$ cat src/rtl/bgTiles.hex
// Palette index per 64x64 tile, row-major, entry tileY * 8 + tileX
0
1
2
3
4
5
6
7
3
4
5
6
7
8
9
a
6
7
8
9
a
b
c
d
9
a
b
c
d
e
f
0
c
d
e
f
0
1
2
3
f
0
1
2
3
4
5
6
2
3
4
5
6
7
8
9
5
6
7
8
9
a
b
c

$ cat src/rtl/vgaPkg.sv
package vgaPkg;

	// Widths with a meaning of their own
	typedef logic [15:0] coord_t;
	typedef logic [7:0]  color_t;
	typedef logic [3:0]  palIdx_t;
	typedef logic [2:0]  wbAddr_t;
	typedef logic [31:0] wbData_t;

	// Low word is {y, x}, high word is {height, width}
	typedef struct packed {
		coord_t height;
		coord_t width;
		coord_t y;
		coord_t x;
	} spriteDesc_t;

	typedef struct packed {
		color_t r;
		color_t g;
		color_t b;
	} vgaPixel_t;

	// 640x480 at 60 Hz
	localparam coord_t H_ACTIVE = 16'd640;
	localparam coord_t H_FRONT  = 16'd16;
	localparam coord_t H_SYNC   = 16'd96;
	localparam coord_t H_TOTAL  = 16'd800;
	localparam coord_t V_ACTIVE = 16'd480;
	localparam coord_t V_FRONT  = 16'd10;
	localparam coord_t V_SYNC   = 16'd2;
	localparam coord_t V_TOTAL  = 16'd525;

	// 0 is player 1, 1 is player 2, 2 is the stage
	localparam int SPRITE_COUNT = 3;

	localparam vgaPixel_t P1_COLOR    = 24'hff0000;
	localparam vgaPixel_t P2_COLOR    = 24'h0000ff;
	localparam vgaPixel_t STAGE_COLOR = 24'hffffff;

	// 64x64 tiles, map wraps every 8 tiles
	localparam int TILE_SHIFT = 6;

	localparam vgaPixel_t PALETTE [0:15] = '{
		24'h000000, 24'h1d2b53, 24'h7e2553, 24'h008751,
		24'hab5236, 24'h5f574f, 24'hc2c3c7, 24'hfff1e8,
		24'hff004d, 24'hffa300, 24'hffec27, 24'h00e436,
		24'h29adff, 24'h83769c, 24'hff77a8, 24'hffccaa
	};

endpackage

$ cat src/rtl/backgroundRom.sv
`timescale 1ns/1ns

module backgroundRom (
	input  logic            VGA_CLK_n,
	input  logic [2:0]      tileX,
	input  logic [2:0]      tileY,
	output vgaPkg::palIdx_t index
);
	import vgaPkg::*;

	palIdx_t tileMap [0:63];

	initial
	begin
		$readmemh("/design/src/rtl/bgTiles.hex", tileMap);
	end

	// Row-major map, tileY * 8 + tileX
	always_ff @(posedge VGA_CLK_n)
	begin
		index <= tileMap[{tileY, tileX}];
	end

endmodule

$ cat src/rtl/pixelComposer.sv
`timescale 1ns/1ns

module pixelComposer (
	input  logic                VGA_CLK_n,
	input  logic                iRST_n,
	input  vgaPkg::coord_t      pixX,
	input  vgaPkg::coord_t      pixY,
	input  logic                hsync,
	input  logic                vsync,
	input  logic                blankN,
	input  vgaPkg::spriteDesc_t activeSprites [0:vgaPkg::SPRITE_COUNT-1],
	output logic                oHS,
	output logic                oVS,
	output logic                oBLANK_n,
	output vgaPkg::vgaPixel_t   pixel
);
	import vgaPkg::*;

	palIdx_t                 bgIndex;
	logic [SPRITE_COUNT-1:0] hitS1;
	logic                    hsS1;
	logic                    vsS1;
	logic                    blankNS1;
	vgaPixel_t               colour;

	// Half-open on both axes, end computed one bit wider
	function automatic logic insideRect(input spriteDesc_t s, input coord_t px,
		input coord_t py);
		logic [16:0] xEnd;
		logic [16:0] yEnd;
		xEnd = {1'b0, s.x} + {1'b0, s.width};
		yEnd = {1'b0, s.y} + {1'b0, s.height};
		return (px >= s.x) && ({1'b0, px} < xEnd) &&
			(py >= s.y) && ({1'b0, py} < yEnd);
	endfunction

	// Stage 1, tile lookup runs beside the hit tests
	backgroundRom bgRom (
		.VGA_CLK_n (VGA_CLK_n),
		.tileX     (pixX[TILE_SHIFT+2:TILE_SHIFT]),
		.tileY     (pixY[TILE_SHIFT+2:TILE_SHIFT]),
		.index     (bgIndex)
	);

	always_ff @(posedge VGA_CLK_n)
	begin
		for (int k = 0; k < SPRITE_COUNT; k++)
			hitS1[k] <= insideRect(activeSprites[k], pixX, pixY);
	end

	always_ff @(posedge VGA_CLK_n or negedge iRST_n)
	begin
		if (!iRST_n)
		begin
			hsS1     <= 1'b1;
			vsS1     <= 1'b1;
			blankNS1 <= 1'b0;
		end
		else
		begin
			hsS1     <= hsync;
			vsS1     <= vsync;
			blankNS1 <= blankN;
		end
	end

	// Frontmost wins: player 1, player 2, stage, background
	always_comb
	begin
		if (hitS1[0])
			colour = P1_COLOR;
		else if (hitS1[1])
			colour = P2_COLOR;
		else if (hitS1[2])
			colour = STAGE_COLOR;
		else
			colour = PALETTE[bgIndex];
	end

	// Stage 2
	always_ff @(posedge VGA_CLK_n or negedge iRST_n)
	begin
		if (!iRST_n)
		begin
			oHS      <= 1'b1;
			oVS      <= 1'b1;
			oBLANK_n <= 1'b0;
			pixel    <= '0;
		end
		else
		begin
			oHS      <= hsS1;
			oVS      <= vsS1;
			oBLANK_n <= blankNS1;
			pixel    <= blankNS1 ? colour : '0;
		end
	end

endmodule

$ cat src/rtl/spriteRegs.sv
`timescale 1ns/1ns

module spriteRegs (
	input  logic                VGA_CLK_n,
	input  logic                iRST_n,
	input  logic                cyc,
	input  logic                stb,
	input  logic                we,
	input  vgaPkg::wbAddr_t     adr,
	input  vgaPkg::wbData_t     datIn,
	output vgaPkg::wbData_t     datOut,
	output logic                ack,
	input  logic                frameStart,
	output vgaPkg::spriteDesc_t activeSprites [0:vgaPkg::SPRITE_COUNT-1]
);
	import vgaPkg::*;

	spriteDesc_t pending   [0:SPRITE_COUNT-1];
	spriteDesc_t activeReg [0:SPRITE_COUNT-1];
	logic        request;
	logic [1:0]  sel;
	logic        hiHalf;
	wbData_t     readWord;

	// New request only, so a held stb gets one ack
	assign request = cyc && stb && !ack;
	assign sel     = adr[2:1];
	assign hiHalf  = adr[0];

	always_ff @(posedge VGA_CLK_n or negedge iRST_n)
	begin
		if (!iRST_n)
			ack <= 1'b0;
		else
			ack <= request;
	end

	// Pending set, host side
	always_ff @(posedge VGA_CLK_n or negedge iRST_n)
	begin
		if (!iRST_n)
		begin
			for (int k = 0; k < SPRITE_COUNT; k++)
				pending[k] <= '0;
		end
		else if (request && we)
		begin
			for (int k = 0; k < SPRITE_COUNT; k++)
			begin
				if (sel == k[1:0])
				begin
					if (hiHalf)
						pending[k][63:32] <= datIn;
					else
						pending[k][31:0] <= datIn;
				end
			end
		end
	end

	// Words 6 and 7 fall through as zero
	always_comb
	begin
		readWord = '0;
		for (int k = 0; k < SPRITE_COUNT; k++)
		begin
			if (sel == k[1:0])
				readWord = hiHalf ? pending[k][63:32] : pending[k][31:0];
		end
	end

	always_ff @(posedge VGA_CLK_n)
	begin
		if (request && !we)
			datOut <= readWord;
	end

	// Active set swaps once per frame
	always_ff @(posedge VGA_CLK_n or negedge iRST_n)
	begin
		if (!iRST_n)
		begin
			for (int k = 0; k < SPRITE_COUNT; k++)
				activeReg[k] <= '0;
		end
		else if (frameStart)
		begin
			for (int k = 0; k < SPRITE_COUNT; k++)
				activeReg[k] <= pending[k];
		end
	end

	// Pixel (0,0) is sampled on the copy edge itself, so pass the pending set through
	always_comb
	begin
		for (int k = 0; k < SPRITE_COUNT; k++)
			activeSprites[k] = frameStart ? pending[k] : activeReg[k];
	end

endmodule

$ cat src/rtl/vgaController.sv
`timescale 1ns/1ns

module vgaController (
	input  logic              VGA_CLK_n,
	input  logic              iRST_n,
	input  logic              cyc,
	input  logic              stb,
	input  logic              we,
	input  vgaPkg::wbAddr_t   adr,
	input  vgaPkg::wbData_t   datIn,
	output vgaPkg::wbData_t   datOut,
	output logic              ack,
	output logic              oHS,
	output logic              oVS,
	output logic              oBLANK_n,
	output vgaPkg::vgaPixel_t pixel
);
	import vgaPkg::*;

	coord_t      pixX;
	coord_t      pixY;
	logic        hsync;
	logic        vsync;
	logic        blankN;
	logic        frameStart;
	spriteDesc_t activeSprites [0:SPRITE_COUNT-1];

	videoSyncGenerator syncGen (
		.VGA_CLK_n  (VGA_CLK_n),
		.iRST_n     (iRST_n),
		.pixX       (pixX),
		.pixY       (pixY),
		.hsync      (hsync),
		.vsync      (vsync),
		.blankN     (blankN),
		.frameStart (frameStart)
	);

	// Host side
	spriteRegs regs (
		.VGA_CLK_n     (VGA_CLK_n),
		.iRST_n        (iRST_n),
		.cyc           (cyc),
		.stb           (stb),
		.we            (we),
		.adr           (adr),
		.datIn         (datIn),
		.datOut        (datOut),
		.ack           (ack),
		.frameStart    (frameStart),
		.activeSprites (activeSprites)
	);

	pixelComposer composer (
		.VGA_CLK_n     (VGA_CLK_n),
		.iRST_n        (iRST_n),
		.pixX          (pixX),
		.pixY          (pixY),
		.hsync         (hsync),
		.vsync         (vsync),
		.blankN        (blankN),
		.activeSprites (activeSprites),
		.oHS           (oHS),
		.oVS           (oVS),
		.oBLANK_n      (oBLANK_n),
		.pixel         (pixel)
	);

endmodule

$ cat src/rtl/videoSyncGenerator.sv
`timescale 1ns/1ns

module videoSyncGenerator (
	input  logic           VGA_CLK_n,
	input  logic           iRST_n,
	output vgaPkg::coord_t pixX,
	output vgaPkg::coord_t pixY,
	output logic           hsync,
	output logic           vsync,
	output logic           blankN,
	output logic           frameStart
);
	import vgaPkg::*;

	coord_t hCount;
	coord_t vCount;
	coord_t hNext;
	coord_t vNext;

	// Position of the coming cycle
	always_comb
	begin
		hNext = hCount + 16'd1;
		vNext = vCount;
		if (hCount == H_TOTAL - 16'd1)
		begin
			hNext = '0;
			if (vCount == V_TOTAL - 16'd1)
				vNext = '0;
			else
				vNext = vCount + 16'd1;
		end
	end

	// Controls decoded from the next count so they line up with it
	always_ff @(posedge VGA_CLK_n or negedge iRST_n)
	begin
		if (!iRST_n)
		begin
			// Parked on the last count, first clock lands on (0,0)
			hCount     <= H_TOTAL - 16'd1;
			vCount     <= V_TOTAL - 16'd1;
			hsync      <= 1'b1;
			vsync      <= 1'b1;
			blankN     <= 1'b0;
			frameStart <= 1'b0;
		end
		else
		begin
			hCount     <= hNext;
			vCount     <= vNext;
			hsync      <= !((hNext >= H_ACTIVE + H_FRONT) &&
				(hNext < H_ACTIVE + H_FRONT + H_SYNC));
			vsync      <= !((vNext >= V_ACTIVE + V_FRONT) &&
				(vNext < V_ACTIVE + V_FRONT + V_SYNC));
			blankN     <= (hNext < H_ACTIVE) && (vNext < V_ACTIVE);
			frameStart <= (hNext == '0) && (vNext == '0);
		end
	end

	assign pixX = hCount;
	assign pixY = vCount;

endmodule

$ cat config.mk
export PLATFORM = sky130hd
export DESIGN_NAME = vgaController
export DESIGN_NICKNAME = d
export VERILOG_FILES = /design/src/rtl/vgaPkg.sv /design/src/rtl/backgroundRom.sv /design/src/rtl/pixelComposer.sv /design/src/rtl/spriteRegs.sv /design/src/rtl/vgaController.sv /design/src/rtl/videoSyncGenerator.sv
export SDC_FILE = /design/constraint.sdc
export NUM_CORES = 1
export LEC_CHECK = 0
export BUFFER_PORTS_ARGS = -buffer_cell sky130_fd_sc_hd__buf_2
export CORE_MARGIN = 2
export CORE_UTILIZATION = 23
export CTS_CLUSTER_SIZE = 30
export DETAILED_ROUTE_END_ITERATION = 7
export GPL_TIMING_DRIVEN = 0
export PLACE_DENSITY = 0.39
export SYNTH_ARGS = -nofsm -noshare
export SYNTH_HDL_FRONTEND = slang
export SYNTH_SLANG_ARGS = --single-unit
$ cat constraint.sdc
create_clock -name VGA_CLK_n -period 4.9 [get_ports VGA_CLK_n]
set_clock_uncertainty 0.15 [all_clocks]
set_input_delay 0.245 -clock VGA_CLK_n [delete_from_list [all_inputs] [get_ports VGA_CLK_n]]
set_output_delay 0.245 -clock VGA_CLK_n [all_outputs]
set_load 0.005 [all_outputs]
* Yosys cells after proc, flatten, opt, wreduce, memory -nomap -nowiden
Memory sizes are Yosys's and may differ from the RTL's.
Index checks and enable logic that the tools add are counted.
** Word-level totals
- Bits in registers :: 490
- ROM bits :: 384
- Logic and storage cells :: 125
- Memories :: 1
** Memory list
- (name not given) :: depth 16, width 24, read ports 1, clocked after Yosys merged registers in 0, wr ports 0, RTL line pixelComposer.sv:77 : colour = PALETTE[bgIndex];
** Cells by class
- Add/subtract/negate cells :: 8
- Order comparisons :: 19
- Equality and inequality tests :: 4
- Multiplexer cells :: 18
- Bitwise logic cells :: 2
- Reductions and logical operators :: 30
** Operators by type and width (number)
- 32-bit 2-to-1 mux :: 6
- 64-bit 2-to-1 mux :: 3
- 24-bit 2-to-1 mux :: 6
- 16-bit by 16-bit adder with 17-bit output :: 6
- 16-bit by 17-bit less-than comparator with 1-bit output :: 6
- 16-bit >= comparator :: 6
- 16-bit 2-to-1 mux :: 3
- 16-bit by 1-bit adder with 16-bit output (second input constant) :: 2
- 16-bit by 10-bit equality test with 1-bit output (second input constant) :: 2
- 16-bit logical NOT :: 2
- 16-bit by 10-bit less-than comparator with 1-bit output (second input constant) :: 2
- 16-bit by 9-bit less-than comparator with 1-bit output (second input constant) :: 2
- 3-bit AND reduction :: 6
- 1-bit logical AND :: 17
- 16-bit by 10-bit >= comparator with 1-bit output (second input constant) :: 1
- 16-bit by 9-bit >= comparator with 1-bit output (second input constant) :: 1
- 5-bit >= comparator (second input constant) :: 1
- 4-bit NOT with 5-bit output :: 1
- 1-bit logical NOT :: 4
- 2-bit by 1-bit equality test with 1-bit output (second input constant) :: 1
- 2-bit equality test (second input constant) :: 1
- 2-bit logical NOT :: 1
- 1-bit NOT :: 1

* Longest topological paths before layout
Gate-level depths: netlist of run 1.
- Depth in word-level cells :: 8
- Depth in mapped cells :: 23
- Gate-level depth less buffers :: 20

* Hierarchy
Synthesis of run 1 repeated with hierarchy kept, for this count alone.
** Unflattened totals
- Cells, all modules :: 2644
- Area, all modules :: 29806.1 um^2
** Modules (own cells, without submodules)
- spriteRegs :: instances 1, cells each 1122, area an instance 17536.8 um^2, sequential area each 10595.2 um^2
- pixelComposer :: instances 1, cells each 1277, area an instance 10035.9 um^2, sequential area each 790.8 um^2
- videoSyncGenerator :: instances 1, cells each 240, area an instance 2199.6 um^2, sequential area each 915.9 um^2
- backgroundRom :: instances 1, cells each 5, area an instance 33.8 um^2, sequential area each 0.0 um^2

* Least setup slack after synthesis of run 1
Ideal clock, no wire load.
- Path kind :: register to register
- Start point :: reg syncGen.frameStart
- End point :: reg composer.hitS1[1]
- Setup time :: 115 ps
- Data arrival time :: 4656 ps
- Required time :: 4635 ps
- Setup slack :: -20 ps
- Stages on the path, launching flop included :: 22
- Path buffers :: 3
- Clock period less this slack :: 4920 ps
- Cell sequence :: dfrtp_1 clkbuf_1 clkbuf_1 clkbuf_1 mux2_2 ha_1 inv_1 fa_1 nor2b_1 o31a_1 o41ai_1 o21ai_1 o41a_1 a21o_1 a21oi_1 xor2_1 ha_1 or4_1 a211o_1 a21oi_1 nor3_1 a2111oi_0
** On the way
- Longest elaborated chain between the ends :: 6
- Elaborated cells on any way between the ends :: 10
** RTL lines
- start, declared :: RTL line videoSyncGenerator.sv:11 : output logic frameStart
- start signal, assigned :: RTL line videoSyncGenerator.sv:57 : frameStart <= (hNext == '0) && (vNext == '0);
- 64-bit 2-to-1 mux * :: RTL line spriteRegs.sv:97 : activeSprites[k] = frameStart ? pending[k] : activeReg[k];
- 16-bit by 16-bit adder with 17-bit output :: RTL line pixelComposer.sv:31 : xEnd = {1'b0, s.x} + {1'b0, s.width};
- 16-bit by 17-bit less-than comparator with 1-bit output :: RTL line pixelComposer.sv:33 : return (px >= s.x) && ({1'b0, px} < xEnd) &&
- 1-bit logical AND (2 in series) :: RTL line pixelComposer.sv:33
- 1-bit logical AND * :: RTL line pixelComposer.sv:34 : (py >= s.y) && ({1'b0, py} < yEnd);
- end signal, assigned by index :: RTL line pixelComposer.sv:48 : hitS1[k] <= insideRect(activeSprites[k], pixX, pixY);
- end, declared :: RTL line pixelComposer.sv:20 : logic [SPRITE_COUNT-1:0] hitS1;
Every way passes the cells marked *; elsewhere a longest branch is shown, timed or not.
A chain may end at the register's enable or synchronous reset.

* Final worst setup path of run 1
- Start point :: reg syncGen.frameStart
- End point :: reg composer.hitS1[2]
Same word-level chain as after synthesis.

==> flow_summary.json, run 1 <==
{
  "synth-seq-cells": 467,
  "drtIter0Drc": 956,
  "portBuffers": 99,
  "synth_top_area_cell": "dfrtp_1",
  "cts.reportedPaths.clkPinSlew_ps": 60,
  "syn_inst": 2340,
  "wire_per_inst_um": 21.5,
  "antenna_found_initial": 3,
  "slew_headroom": 0.107,
  "grt_setup_unrepaired": "true",
  "grt-ovfl-total": 0,
  "tritoncts": "built",
  "insertion_delay_ps": 650,
  "cp.arrival_ps": 5870,
  "finalPower_uw": 9820,
  "ys_types": 75,
  "worst_slack_ps": -606,
  "utilization": 0.281,
  "final_cell_mix": "dfrtp_1 (415), ha_1 (283), mux2_2 (281), inv_1 (139), buf_2 (110)",
  "async_flop_share": 0.925,
  "grt_max_degree": 105,
  "h-tree-depth": 2,
  "cts_inserted_buffers": 58,
  "synth_area_leaders": "dfrtp_1 (39%), ha_1 (13%), mux2_2 (12%)",
  "synthesis.area_um2": 26800,
  "hp-class": "input pin to asynchronous set/reset pin",
  "grt_pass1_wl_um": 133000,
  "place_ws_ps": -3070,
  "setup_viol": 3,
  "post-route-period-util": 1.12,
  "start_util": 0.231,
  "nets": 2897,
  "clock.fmax_mhz": 182,
  "vias_per_cell": 4.66,
  "drc_errors": 0,
  "core.rowCount": 125,
  "num_io_pins": 100,
  "drive_above_1_share": 0.247,
  "syn_to_final_growth_pct": 21.7,
  "dieArea_um2": 119000,
  "slew_violations": 0,
  "grt.total_usage": 0.148,
  "totalWireLength_um": 89000,
  "powerDensity_nw_per_um2": 301,
  "cp-start-kind": "register",
  "min_period_ps": 5510,
  "required_ps": 5270,
  "yosysSeqAreaShare": 0.442,
  "drv_cap": 0,
  "worstSetupEndpointType": "register",
  "place_area_um2": 29400,
  "die_x_um": 345,
  "p_leak_uw": 0.0157,
  "violations": "negative setup slack",
  "dp_hpwl_um": 66700,
  "clkSinkCount": 467,
  "irDropWorstVdd_mv": 0.281,
  "setup.worst_path.class": "register to register",
  "stdcell_area_um2": 32600,
  "cts_buffer_depth": 3,
  "critical_path.max_fanout": 4,
  "final_common_cell": "dfrtp_1",
  "vias": 19278,
  "final_antenna_net_count": 0,
  "status": "finished with violations",
  "syn_area_per_cell_um2": 11.5,
  "reg2reg_depth": 21,
  "yosys_warnings": 0,
  "clockRootBuffer": "clkbuf_16",
  "max_slew.worst_pin.slew_ps": 1340,
  "place_congestion": 0.812,
  "syn_nets": 2671,
  "core_um2": 116000,
  "fp.dieH_um": 345,
  "synth-main-ff-cell": "dfrtp_1",
  "synth_edf_count": 32,
  "grt_pass1_vias": 20257,
  "final_hold_viol_count": 0,
  "first_pass_iters": 5,
  "yosysTopAreaCellShare": 0.388
}
logic make-up (layout without fill, tap and decap cells):
| family | count (synthesis) | after routing | synth area share |
|---|---|---|---|
| muxes | 386 | 386 | 0.158 |
| and+or+nand+nor | 396 | 396 | 0.0783 |
| adders and majority gates | 291 | 291 | 0.138 |
| other | 0 | 1 | 0 |
| buffers and inverters | 231 | 507 | 0.0360 |
| DFF | 467 | 467 | 0.442 |
| xor gates and xnor gates | 98 | 98 | 0.0320 |
| AOI/OAI and AO/OA | 471 | 471 | 0.116 |
synth_stat cells (15+ instances only):
library cell	instances
a21o_1	60
a21oi_1	102
a22oi_1	97
and3_1	25
buf_1	15
buf_4	20
clkbuf_1	43
dfrtp_1	416
dfstp_2	16
edfxtp_1	32
ha_1	285
inv_1	140
mux2_2	284
mux2i_1	95
nand2_1	61
nand2b_1	20
nand3_1	73
nand4_1	25
nor2_1	78
nor2b_1	15
nor3_1	40
o21a_1	16
o21ai_0	86
xnor2_1	39
xor2_1	59
layout make-up:
type / count / area [um2]
Fill cell: 11865 / 83300
Multi-Input combinational cell: 1642 / 14400
Sequential cell: 467 / 11900
Tap cell: 1524 / 1910
Clock buffer: 81 / 1700
Timing Repair Buffer: 169 / 1250
Buffer: 88 / 616
Inverter: 140 / 526
Clock inverter: 29 / 418
Antenna cell: 1 / 2.50
flip-flops by register name (all words and copies together) (netlist names):
signal and cells:
syncGen.frameStart 1, composer.oBLANK_n 1, regs.datOut 32, syncGen.pixX 16, composer.hsS1 1, composer.pixel 5
regs.pending 192, syncGen.blankN 1, composer.oHS 1, syncGen.vsync 1, composer.vsS1 1, composer.blankNS1 1
composer.oVS 1, regs.activeReg 192, syncGen.hsync 1, composer.hitS1 3, regs.ack 1, syncGen.pixY 16
metrics by stage:
| stage | std cells | setup TNS (ps) | hold WS, ps |
|---|---|---|---|
| 4_1_cts | 4135 | -1900 | 93.4 |
| 2_1_floorplan | 2340 | 0 | -201 |
| 3_3_place_gp | 3963 | -2588580 | 196 |
| 5_1_grt | 4141 | -1820 | 113 |
| 6_report | 4141 | -1050 | 80.9 |
| 3_5_place_dp | 3972 | -7620 | 190 |
metal layers:
layer / vias up / wire length [um] / global-route usage
met5: - / 10 / 0
met1: 9809 / 40300 / 0.193
met4: 2 / 2300 / 0.0416
met3: 110 / 3250 / 0.0225
met2: 311 / 43100 / 0.253
li1: 9046 / - / -
critical path, stage by stage, from the launching register on:
cell and delay, ps:
dfrtp_2 450, buf_8 150, clkbuf_16 150, mux2_4 330, ha_4 170, fa_2 430, a211oi_4 280, o21ai_4 130
a2111oi_4 400, o31ai_4 150, o21ai_2 160, nand2b_1 90, a21oi_2 130, xor2_1 180, ha_1 250, o21a_1 100
o21a_1 170, o211ai_1 300, a21oi_1 70, o211ai_1 190, nand4_1 430, a31oi_4 490
path summary, 6_finish.rpt:
check,slack (ps),endpoint,start
max,-610,composer.hitS1[2],syncGen.frameStart
min,80,regs.pending[162],iRST_n
max reg2reg,-610,composer.hitS1[2],syncGen.frameStart
min reg2reg,210,composer.oVS,composer.vsS1
max in group asynchronous,2990,regs.activeReg[118],iRST_n
min in group VGA_CLK_n,210,composer.oVS,composer.vsS1
what timing repair did:
item,in CTS,in global routing
hold buffers,37,0
buffers inserted,17,6
resized for setup,102,53
endpoints found under the hold margin,281,0
setup endpoints to repair,3,3
pin swaps,23,15
cloned,1,0
where the power goes:
part           switching [uW]  internal [uW]  leakage [uW]
Clock                    1860           2900       0.00104
Sequential                254           4210       0.00607
Combinational             293            307       0.00854
Note: power is estimated with default switching activity, not from simulation.
==> run 2: changes to the inputs <==
--- a/config.mk
+++ b/config.mk
@@ -5,6 +5,7 @@
 export SDC_FILE = /design/constraint.sdc
 export NUM_CORES = 1
 export LEC_CHECK = 0
+export ABC_CLOCK_PERIOD_IN_PS = 4900
 export BUFFER_PORTS_ARGS = -buffer_cell sky130_fd_sc_hd__buf_2
 export CORE_MARGIN = 2
 export CORE_UTILIZATION = 23
@@ -12,6 +13,7 @@
 export DETAILED_ROUTE_END_ITERATION = 7
 export GPL_TIMING_DRIVEN = 0
 export PLACE_DENSITY = 0.39
+export SKIP_CTS_REPAIR_TIMING = 1
 export SYNTH_ARGS = -nofsm -noshare
 export SYNTH_HDL_FRONTEND = slang
 export SYNTH_SLANG_ARGS = --single-unit
==> flow_summary.json, run 2 (same netlist as run 1, synthesis figures left out) <==
{
  "cp-startpoint": "syncGen.frameStart",
  "first_pass_iters": 5,
  "min_path_cells": 3,
  "core_um2": 116000,
  "core.rowCount": 125,
  "worstSetupEndpointType": "register",
  "drive_above_1_share": 0.265,
  "reg2reg_from": "syncGen.frameStart",
  "setup_viol": 3,
  "reg2reg_to": "composer.hitS1[2]",
  "irDropWorstVdd_mv": 0.279,
  "grt-ovfl-total": 0,
  "p_leak_uw": 0.0158,
  "reg_top3": "regs.activeReg x192, regs.pending x192, regs.datOut x32",
  "start_util": 0.231,
  "vias_per_cell": 4.66,
  "totalWireLength_um": 89600,
  "tritoncts": "built",
  "cp.arrival_ps": 5860,
  "max_slew.worst_pin.slew_ps": 1310,
  "grt_max_degree": 105,
  "cp-start-kind": "register",
  "drtIter0Drc": 967,
  "rrSetupSlack_ps": -590,
  "worst_slack_ps": -590,
  "setup.worst_path.class": "register to register",
  "insertion_delay_ps": 650,
  "grt_pass1_vias": 19934,
  "post-route-period-util": 1.12,
  "drv_cap": 0,
  "h-tree-depth": 2,
  "dp_hpwl_um": 66700,
  "cts_inserted_buffers": 58,
  "slew_violations": 0,
  "required_ps": 5270,
  "die_x_um": 345,
  "antenna_cells": 0,
  "slew_headroom": 0.128,
  "final_common_cell": "dfrtp_1",
  "place_ws_ps": -3070,
  "antenna_found_initial": 2,
  "portBuffers": 99,
  "reg2reg_depth": 21,
  "syn_to_final_growth_pct": 23.4,
  "clock.fmax_mhz": 182,
  "wire_per_inst_um": 21.5,
  "min_from": "stb",
  "cts.reportedPaths.clkPinSlew_ps": 60,
  "critical_path.max_fanout": 5,
  "utilization": 0.285,
  "powerDensity_nw_per_um2": 297,
  "grt.total_usage": 0.147,
  "hp-class": "input pin to register",
  "final_antenna_net_count": 0,
  "violations": "negative setup slack",
  "fp.dieH_um": 345,
  "place_congestion": 0.812,
  "clkSinkCount": 467,
  "fillers": 11855,
  "clockRootBuffer": "clkbuf_16",
  "holdWs_ps": 42.4,
  "drc_errors": 0,
  "hold_end": "regs.datOut[29]",
  "num_io_pins": 100,
  "dieArea_um2": 119000,
  "grt_pass1_wl_um": 132000,
  "min_period_ps": 5490,
  "status": "finished with violations",
  "cts_buffer_depth": 3,
  "finalPower_uw": 9820,
  "grt_setup_unrepaired": "true",
  "nets": 2917,
  "vias": 19406,
  "final_hold_viol_count": 0,
  "final_cell_mix": "dfrtp_1 (416), mux2_2 (278), ha_1 (273), inv_1 (136), buf_2 (109)"
}
==> run 2: cell types whose count changed in the layout (fill, tap and decap cells not counted), moves of 4 or more <==
cell / change
buf_6: +4
ha_1: -10
mux2i_1: -5
buf_12: +11
clkbuf_16: -4
ha_4: +7
buf_4: +14
mux2i_4: +4
==> run 2: report_power, final <==
group          switching [uW]  internal [uW]
combinational             294            307
sequential                258           4210
clock                    1860           2900
total                    2410           7410
==> run 2: final cells by class <==
cell class	instances	area, um2	area share
multi-input cells	1642	14600	0.441
flip-flops and latches	467	11900	0.358
well taps	1524	1910	0.0576
clock buffers	81	1700	0.0514
repair buffers	188	1430	0.0433
plain buffers	89	642	0.0194
inverters	140	526	0.0159
clock inverters	29	418	0.0126
==> run 2: worst max-delay path by stage <==
stage / end / slack (ps) / cells after the start
3_5_place_dp: composer.hitS1[2] / -3070 / 20
5_1_grt: composer.hitS1[2] / -870 / 21
4_1_cts: composer.hitS1[2] / -3120 / 20
3_3_place_gp: regs.activeReg[118] / -5920 / 1
2_1_floorplan: composer.hitS1[1] / 10 / 21
6_report: composer.hitS1[2] / -590 / 21
==> run 2: critical path, cell delays in order, from the launching register on <==
cell,delay [ps]
dfrtp_1,410
buf_6,160
buf_12,130
mux2_4,330
ha_4,170
fa_2,400
a211oi_4,310
o21ai_4,110
a2111oi_4,470
o31ai_4,130
o21ai_2,190
nand2b_1,90
a21oi_2,130
xor2_1,170
ha_1,250
o21a_1,100
o21a_1,160
o211ai_1,330
a21oi_1,70
o211ai_1,190
nand4_1,400
a31oi_4,480
==> run 2: layer usage <==
metal	vias to the layer above	share of wire	global-route usage
li1	9092	-	-
met5	-	0.00015	0
met4	2	0.023	0.0381
met3	109	0.034	0.0194
met1	9897	0.45	0.194
met2	306	0.49	0.251
==> run 2: per-stage QoR <==
| stage | instances | TNS (ps) | instance area [um2] |
|---|---|---|---|
| 6_report | 4160 | -1120 | 33100 |
| 3_5_place_dp | 3972 | -7620 | 29400 |
| 4_1_cts | 4082 | -7690 | 31500 |
| 3_3_place_gp | 3963 | -2588580 | 29200 |
| 2_1_floorplan | 2340 | 0 | 26800 |
| 5_1_grt | 4160 | -1890 | 33100 |
